<file path="config.mk">
export PLATFORM = sky130hd
export DESIGN_NAME = conv_output_top
export DESIGN_NICKNAME = d
export VERILOG_FILES = /design/src/hw/conv_pkg.sv /design/src/hw/d_flip_flop.sv /design/src/hw/line_buffer.sv /design/src/hw/bias_relu.sv /design/src/hw/max_pool_2x2.sv /design/src/hw/conv_align_stride2_pooling_output.sv /design/src/hw/conv_output_top.sv
export SDC_FILE = /design/constraint.sdc
export NUM_CORES = 1
export LEC_CHECK = 0
export ABC_AREA = 1
export ABC_CLOCK_PERIOD_IN_PS = 10000
export BUFFER_PORTS_ARGS = -buffer_cell sky130_fd_sc_hd__buf_2
export CELL_PAD_IN_SITES_DETAIL_PLACEMENT = 0
export CELL_PAD_IN_SITES_GLOBAL_PLACEMENT = 2
export CORE_MARGIN = 2
export CORE_UTILIZATION = 40
export CTS_BUF_LIST = sky130_fd_sc_hd__clkbuf_16
export CTS_CLUSTER_SIZE = 10
export DETAILED_ROUTE_END_ITERATION = 7
export GPL_ROUTABILITY_DRIVEN = 0
export PLACE_DENSITY = 0.93
export SYNTH_ARGS = -nofsm -noshare
export SYNTH_HDL_FRONTEND = slang
export SYNTH_SLANG_ARGS = --single-unit
</file>
<file path="constraint.sdc">
create_clock -name clk -period 10 [get_ports clk]
set_input_delay 1 -clock clk [delete_from_list [all_inputs] [get_ports clk]]
set_output_delay 1 -clock clk [all_outputs]
set_load 0.02 [all_outputs]
</file>
<file path="src/hw/conv_pkg.sv">
package conv_pkg;

	////////////////////////////////////////////////////////////////////////////
	// Data widths and image geometry

	// Pixel word width
	localparam int DATA_WIDTH = 16;

	// Pixels per row and rows per frame
	localparam int IMAGE_WIDTH  = 8;
	localparam int IMAGE_HEIGHT = 8;

	// Row and column counter width
	localparam int POS_WIDTH = 3;

	////////////////////////////////////////////////////////////////////////////
	// Stream types

	typedef logic signed [DATA_WIDTH-1:0] data_t;

	// Largest positive pixel value, its complement is the most negative one
	localparam data_t DATA_MAX = data_t'({1'b0, {(DATA_WIDTH-1){1'b1}}});

	// One beat of the pixel stream
	typedef struct packed {
		logic  valid;
		data_t data;
	} pxl_beat_t;

	// Output selection, held stable within a frame
	typedef enum logic [1:0] {
		MODE_PASS    = 2'd0,
		MODE_STRIDE2 = 2'd1,
		MODE_POOL    = 2'd2
	} out_mode_t;

endpackage

</file>
<file path="src/hw/d_flip_flop.sv">
`timescale 1ns/10ps

module d_flip_flop (
	input  logic                clk,
	input  logic                reset,
	input  conv_pkg::pxl_beat_t beat_in,
	output conv_pkg::pxl_beat_t beat_out
);

	// Valid follows every cycle, data holds the last valid pixel through gaps
	always_ff @(posedge clk) begin
		if (reset) begin
			beat_out <= '0;
		end else begin
			beat_out.valid <= beat_in.valid;
			if (beat_in.valid) begin
				beat_out.data <= beat_in.data;
			end
		end
	end

endmodule

</file>
<file path="src/hw/line_buffer.sv">
`timescale 1ns/10ps

module line_buffer #(
	parameter int DEPTH = conv_pkg::IMAGE_WIDTH
) (
	input  logic                clk,
	input  logic                reset,
	input  conv_pkg::pxl_beat_t beat_in,
	output conv_pkg::data_t     data_out
);

	import conv_pkg::*;

	////////////////////////////////////////////////////////////////////////////
	// Shift line, one word per valid beat

	data_t shift_line [DEPTH];

	// Slot 0 takes the new pixel, the rest move up by one
	always_ff @(posedge clk) begin
		if (reset) begin
			for (int i = 0; i < DEPTH; i++) begin
				shift_line[i] <= '0;
			end
		end else if (beat_in.valid) begin
			shift_line[0] <= beat_in.data;
			for (int i = 1; i < DEPTH; i++) begin
				shift_line[i] <= shift_line[i-1];
			end
		end
	end

	// Word that entered DEPTH valid beats ago,
	// i.e. same column of the previous row when DEPTH is the row length
	assign data_out = shift_line[DEPTH-1];

endmodule

</file>
<file path="src/hw/bias_relu.sv">
`timescale 1ns/10ps

module bias_relu (
	input  logic                clk,
	input  logic                reset,
	input  conv_pkg::data_t     bias,
	input  conv_pkg::pxl_beat_t beat_in,
	output conv_pkg::pxl_beat_t beat_out
);

	import conv_pkg::*;

	// One extra bit to see the overflow
	logic signed [DATA_WIDTH:0] sum;
	data_t                      sat_data;
	data_t                      relu_data;

	////////////////////////////////////////////////////////////////////////////
	// Saturating add then ReLU

	always_comb begin
		sum = {beat_in.data[DATA_WIDTH-1], beat_in.data} + {bias[DATA_WIDTH-1], bias};

		// Top two bits differ on overflow, the top bit gives the direction
		if (sum[DATA_WIDTH] != sum[DATA_WIDTH-1]) begin
			sat_data = sum[DATA_WIDTH] ? ~DATA_MAX : DATA_MAX;
		end else begin
			sat_data = sum[DATA_WIDTH-1:0];
		end

		// Negative results go to zero
		relu_data = sat_data[DATA_WIDTH-1] ? '0 : sat_data;
	end

	// Output stage
	always_ff @(posedge clk) begin
		if (reset) begin
			beat_out.valid <= 1'b0;
		end else begin
			beat_out.valid <= beat_in.valid;
		end
	end

	always_ff @(posedge clk) begin
		beat_out.data <= relu_data;
	end

endmodule

</file>
<file path="src/hw/max_pool_2x2.sv">
`timescale 1ns/10ps

module max_pool_2x2 (
	input  logic                clk,
	input  logic                reset,
	input  conv_pkg::pxl_beat_t beat_in,
	output conv_pkg::pxl_beat_t beat_out
);

	import conv_pkg::*;

	data_t     above_data;
	pxl_beat_t above_beat;
	pxl_beat_t left_beat;
	pxl_beat_t above_left_beat;
	data_t     window_max;

	function automatic data_t max2(input data_t a, input data_t b);
		return (a > b) ? a : b;
	endfunction

	////////////////////////////////////////////////////////////////////////////
	// Neighbour pixels of the current beat

	// Pixel one row up
	line_buffer #(
		.DEPTH(IMAGE_WIDTH)
	) line_buffer0 (
		.clk     (clk),
		.reset   (reset),
		.beat_in (beat_in),
		.data_out(above_data)
	);

	// Pixel to the left is the last valid input
	d_flip_flop left_dff (
		.clk     (clk),
		.reset   (reset),
		.beat_in (beat_in),
		.beat_out(left_beat)
	);

	// Above-left is the above pixel of the previous valid beat
	assign above_beat = '{valid: beat_in.valid, data: above_data};

	d_flip_flop above_left_dff (
		.clk     (clk),
		.reset   (reset),
		.beat_in (above_beat),
		.beat_out(above_left_beat)
	);

	////////////////////////////////////////////////////////////////////////////
	// Window maximum

	// No notion of position here, straddling windows are dropped downstream
	assign window_max = max2(max2(beat_in.data, left_beat.data),
		max2(above_data, above_left_beat.data));

	always_ff @(posedge clk) begin
		if (reset) begin
			beat_out <= '0;
		end else begin
			beat_out.valid <= beat_in.valid;
			if (beat_in.valid) begin
				beat_out.data <= window_max;
			end
		end
	end

endmodule

</file>
<file path="src/hw/conv_align_stride2_pooling_output.sv">
`timescale 1ns/10ps

module conv_align_stride2_pooling_output (
	input  logic                clk,
	input  logic                reset,
	input  conv_pkg::out_mode_t mode,
	input  conv_pkg::pxl_beat_t beat_in,
	output conv_pkg::pxl_beat_t pxl_out
);

	import conv_pkg::*;

	logic [POS_WIDTH-1:0] col;
	logic [POS_WIDTH-1:0] row;
	logic                 keep_stride_d;
	logic                 keep_pool_d;
	pxl_beat_t            raw_d;
	pxl_beat_t            pool_d;

	////////////////////////////////////////////////////////////////////////////
	// Position of the current input beat

	always_ff @(posedge clk) begin
		if (reset) begin
			col <= '0;
			row <= '0;
		end else if (beat_in.valid) begin
			if (col == POS_WIDTH'(IMAGE_WIDTH - 1)) begin
				col <= '0;
				// End of row, wrap rows at frame end
				if (row == POS_WIDTH'(IMAGE_HEIGHT - 1)) begin
					row <= '0;
				end else begin
					row <= row + 1'b1;
				end
			end else begin
				col <= col + 1'b1;
			end
		end
	end

	// Flags delayed to line up with raw_d and pool_d
	always_ff @(posedge clk) begin
		if (reset) begin
			keep_stride_d <= 1'b0;
			keep_pool_d   <= 1'b0;
		end else begin
			keep_stride_d <= ~row[0] & ~col[0];
			keep_pool_d   <= row[0] & col[0];
		end
	end

	////////////////////////////////////////////////////////////////////////////
	// Two paths with one cycle each

	max_pool_2x2 max_pool0 (
		.clk     (clk),
		.reset   (reset),
		.beat_in (beat_in),
		.beat_out(pool_d)
	);

	// Raw beat delayed by the pool latency
	d_flip_flop raw_dff (
		.clk     (clk),
		.reset   (reset),
		.beat_in (beat_in),
		.beat_out(raw_d)
	);

	// Mode select and output register
	always_ff @(posedge clk) begin
		if (reset) begin
			pxl_out <= '0;
		end else begin
			case (mode)
				MODE_PASS: begin
					pxl_out <= raw_d;
				end
				MODE_STRIDE2: begin
					pxl_out.valid <= raw_d.valid & keep_stride_d;
					pxl_out.data  <= raw_d.data;
				end
				MODE_POOL: begin
					pxl_out.valid <= pool_d.valid & keep_pool_d;
					pxl_out.data  <= pool_d.data;
				end
				default: begin
					pxl_out.valid <= 1'b0;
				end
			endcase
		end
	end

endmodule

</file>
<file path="src/hw/conv_output_top.sv">
`timescale 1ns/10ps

module conv_output_top (
	input  logic                clk,
	input  logic                reset,
	input  conv_pkg::data_t     bias,
	input  conv_pkg::out_mode_t mode,
	input  conv_pkg::pxl_beat_t pxl_in,
	output conv_pkg::pxl_beat_t pxl_out
);

	import conv_pkg::*;

	////////////////////////////////////////////////////////////////////////////
	// Bias, ReLU, then output selection

	// Stream between the two stages
	pxl_beat_t relu_beat;

	bias_relu bias_relu0 (
		.clk     (clk),
		.reset   (reset),
		.bias    (bias),
		.beat_in (pxl_in),
		.beat_out(relu_beat)
	);

	// Three cycles from pxl_in to pxl_out in every mode
	conv_align_stride2_pooling_output align0 (
		.clk    (clk),
		.reset  (reset),
		.mode   (mode),
		.beat_in(relu_beat),
		.pxl_out(pxl_out)
	);

endmodule

</file>
# Word-level counts from Yosys, hierarchy flattened
# Memory sizes are Yosys's and may differ from the RTL's.
# Index checks and enable logic that the tools add are counted.
# word_totals
ram_bits,128
n_memories,1
in_bits,37
out_inout_bits,17
register_bits,91
word_cells,65
# mem_list
name,depth,word_bits,read_ports,rd_clocked_by_memory_dff,write_ports,line_no,source
align0.max_pool0.line_buffer0.shift_line,8,16,8,0,8,line_buffer.sv:17,data_t shift_line [DEPTH];
# classes
mux,22
n_addsub,3
bitwise_logic,14
reduce_logical,4
order_cmp,3
eq_ne,5
# op_table
cell,n
$mux W16,13
$gt A16 B16 Y1,3
$pmux W16 S2,1
$add A16 B16 Y17,1
$or A1 B1 Y1,8
$add A3 B1 Y3 const B,2
$eq A3 B3 Y1 const B,2
$mux W3,2
$mux W1,5
$and A1 B1 Y1,4
$pmux W1 S3,1
$eq A2 B1 Y1 const B,1
$eq A2 B2 Y1 const B,1
$logic_not A2 Y1,1
$not A1 Y1,2
$reduce_and A2 Y1,1
$reduce_bool A2 Y1,1
$reduce_or A2 Y1,1
$ne A1 B1 Y1,1

# Longest topological paths before layout
# An unclocked memory read counts as a cell.
# logic_depth
word_depth,5
mapped_depth,27
mapped_depth_nobuf,24

# Modules after synthesis
# A second synthesis with hierarchy kept.
# hier_totals
hier_cells,1591
hier_area_um2,13277.7
# modules_own_cells
mod,n_inst,seq_area_each_um2,area_per_inst_um2,cells_per_inst
line_buffer,1,3843.7,5385.2,417
max_pool_2x2,1,340.3,2736.4,414
d_flip_flop,3,340.3,767.0,105
bias_relu,1,320.3,1627.8,274
conv_align_stride2_pooling_output,1,500.5,1227.4,171

# Least setup slack after synthesis
# Ideal clock, no wire load.
# synth_timing
path_kind,input -> register
start,in reset
end,"mem align0.max_pool0.line_buffer0.shift_line[0][0] (netlist bit), enable pin"
t_arrival_ns,4.970
path_buffers,2
stages,4
path_slack_ns,4.498
path_cell_list,clkbuf_1 nor2_1 inv_1 clkbuf_1
# synth_rtl
element,line_no,source
start: declaration,conv_output_top.sv:5,"input logic reset,"
end: declaration,line_buffer.sv:17,

==> metrics.md <==
| Metric | Value |
|---|---|
| Status | `finished, final reports clean` |
| CP Data Required Time | `10,400 ps` |
| Logic pwr share | `0.242` |
| Iteration-0 DRC count of the detailed router | `394` |
| Max stage delay on crit path | `620 ps` |
| Initial Util | `0.403` |
| Initial antenna violation count | `0` |
| Number of flops mapped to enable cells by yosys | `120` |
| Clock Skew | `9.01 ps` |
| WP buf/inv | `1` |
| Fmax achieved | `0.271 GHz` |
| Clock tree root driver cell | `clkbuf_16` |
| Max transition margin | `0.278` |
| Post-CTS setup buffers | `0` |
| DRT Wirelength | `19.5 mm` |
| TritonRoute pass-1 iters | `5` |
| DP HPWL | `13.5 mm` |
| Core Rows | `58` |
| Worst path cell trace | `ha_1, nand2_1, nor2_1, inv_1, nor2_1, nand2_1, nand2_2, nand2_2, o21ai_0, ha_1, a21oi_1, o21ai_0, a21oi_1, nand2_4, nand2_4, nand2_1, nand3_1, nand2_1` |
| Setup tns final | `0 ps` |
| Die height | `163 µm` |
| Placed cells | `1,509` |
| # diodes | `0` |
| Post-synth ARST share | `0` |
| Number of synthesis warnings | `0` |
| Critical path arrival | `4100 ps` |
| Seq/Total Area, Yosys | `0.530` |
| DR vias/cell | `4.49` |
| Total number of vias | `6,972` |
| Area grow syn2layout | `12.5%` |
| Register area | `5330 µm²` |
| Post-Layout Cell Count | `1,554` |
| Fraction of layout cells with a size suffix above 1 | `0.0842` |
| CTS resizes | `0` |
| Most area-hungry cell type in the Yosys netlist | `edfxtp_1` |
| Total die area | `26,400 µm²` |
| Grt ovf | `0` |
| Ranking of synthesized cells by area | `edfxtp_1 (36%), dfxtp_1 (17%), inv_1 (9.3%)` |
| Crit end category | `flip-flop` |
| Final hold violation count | `0` |
| Port bufs | `52` |
| Maximum VDD drop | `0.137 mV` |
| Slowest CP cell | `o21ai_0` |
| Area occupied by multi-input gates | `3610 µm²` |
| Clock Latency Late Sink | `520 ps` |
| Tmin final | `3700 ps` |
| WP depth | `18` |
| Ys flop type | `edfxtp_1` |
| DRC Markers | `0` |
| Routed Antenna Nets | `0` |
| Final Hold Slack | `456 ps` |
| Maximum capacitance violations | `0` |
| # setup viols final | `0` |
| Critical path class | `reg -> reg` |
| Largest net degree at the start of global routing | `108` |
| Part of the power in registers | `0.430` |
| Syn_nets | `1,267` |
| Mapped Avg Cell Area | `8.66 µm²` |
| HP Start | `align0.max_pool0.beat_out[13]` |
| Gate Count Post-Synth | `1,161` |
| Per-cell routed wire length | `12.6 µm` |
| Internal | `1620 µW` |
| Filler instances | `2,462` |
| Overall power | `2360 µW` |
| TritonCTS sink count | `206` |
| Mapped cell area | `10,100 µm²` |
| Gr usage total | `0.150` |
| Pwr dens | `209 nW/µm²` |
| CORE AREA | `25,000 µm²` |
| Flops & latches, synth | `206` |
| Hold crit path type | `reg -> reg` |
| Fin. max-slew vios | `0` |
| Post-synth top area share | `0.358` |
| CTS tree | `built` |
| R2R Setup Slk | `6300 ps` |
| Clock power share | `0.328` |
| Most used cell, CP | `nand2_1` |
| RSZ-0062 raised after global routing | `false` |
| Psw | `745 µW` |
| Layout Nets | `1,312` |
| H-Tree Depth | `1` |
| Crit share post-route | `0.370` |
| Slew @ Worst Pin | `1080 ps` |
| Vias in the first global route | `6,475` |
| First-pass GRT wire length | `32.2 mm` |
| # hold bufs at CTS | `0` |
| Distinct cells, synth | `41` |
| CP startpoint kind | `flip-flop` |
| Chip Width | `163 µm` |
| Clk buf depth | `3` |
| Hold path cells | `2` |
| Worst-path clk slew | `50 ps` |
| Reg2reg path depth | `18` |
| Crit Path Max Fanout | `30` |
| Sw Ratio | `0.315` |
| Cell family with most CP delay | `simple AND/OR/NAND/NOR gates` |
| I/O pin count | `54` |
| Total CTS buffers | `25` |
| Lkg Pwr | `0.00527 µW` |
| Post-Route Utilization | `0.453` |
## Yosys cell counts (2+ instances only)
library cell    n
buf_4           3
buf_1           3
xnor2_1         7
dfxtp_1        86
a21oi_1        57
nor2_1        137
nand3_1        44
o21ai_0        87
o22ai_1        16
nand2_2         8
nand2_4         2
ha_1           68
nand2_1       195
a211oi_1        2
inv_2           2
clkbuf_1       27
inv_1         248
buf_2           5
edfxtp_1      120
nand4_1        12
a21o_1          2
xor2_1          6
o31ai_1         2
nor3_1          5
## final timing paths
path	to
worst max-delay path	align0.max_pool0.beat_out[8]
worst min-delay path	align0.max_pool0.beat_out[13]
worst max register to register	align0.max_pool0.beat_out[8]
worst min register to register	align0.max_pool0.beat_out[13]
## layer usage
| layer | global-route usage | up-vias | part of all wire |
|---|---|---|---|
| met2 | 0.250 | 89 | 0.46 |
| met3 | 0.0201 | 24 | 0.032 |
| li1 | - | 3788 | - |
| met5 | 0 | - | 0 |
| met4 | 0.0350 | 0 | 0.015 |
| met1 | 0.208 | 3071 | 0.49 |
## per-stage QoR
step                setup WS, ps  area, µm²
floorplan                   4500      10100
global placement            6130      10600
detailed placement          6120      10600
CTS                         6380      11300
global route                5960      11300
finish                      6300      11300
## power groups by stage
stage	logic, µW	registers (µW)	clock network [µW]
2_1_floorplan	445	1030	0
6_report	571	1010	776
3_5_place_dp	573	1030	0
5_1_grt	666	1020	837
3_3_place_gp	568	1030	0
4_1_cts	577	1010	799
## placed cells by master, fill, tap and decap left out, types with 2 or more instances in the layout
cell,count
buf_4,6
clkinv_1,4
nand2_2,8
nand4_1,12
inv_1,261
clkbuf_16,25
a211oi_1,2
nor3_1,5
buf_2,52
o21ai_0,87
o31ai_1,2
clkinv_2,2
nor2_1,136
nand2_1,195
edfxtp_1,120
nor2_2,2
nand3_1,44
xor2_1,6
o22ai_1,16
dfxtp_1,86
nand2_4,2
a21o_1,2
a21oi_1,57
xnor2_1,7
ha_1,68
## final cells by class
class,count,area share
Timing Repair Buffer,58,0.0270
Clock inverter,20,0.00719
Sequential cell,206,0.471
Inverter,250,0.0833
Multi-Input combinational cell,665,0.320
Tap cell,330,0.0365
Clock buffer,25,0.0553
## cell families (layout without fill, tap and decap cells)
logic type | count (synthesis) | in the layout | synth area share
other | 1 | 1 | 0.000373
and+or+nand+nor | 408 | 408 | 0.168
buffers and inverters | 290 | 353 | 0.111
AOI/OAI and AO/OA | 174 | 174 | 0.0932
xor gates and xnor gates | 13 | 13 | 0.0113
DFF | 206 | 206 | 0.530
adders and majority gates | 69 | 69 | 0.0866
## worst reg2reg max path, delay by kind of cell, from the launching register on
kind	cells	cell delay, ps
simple gates	11	1350
compound gates	4	1080
fa+ha+maj	2	690
flops	1	410
buf+inv	1	50
## registers in the layout, summed over array words and instances, names as in the netlist
name / count
align0.max_pool0.line_buffer0.shift_line: 120
align0.pxl_out: 16
bias_relu0.beat_out: 16
align0.max_pool0.above_left_dff.beat_out: 15
align0.max_pool0.beat_out: 15
align0.max_pool0.left_dff.beat_out: 15
align0.col: 3
align0.row: 3
align0.keep_pool_d: 1
align0.keep_stride_d: 1
align0.raw_dff.beat_out: 1
Note: power is estimated with default switching activity, not from simulation.
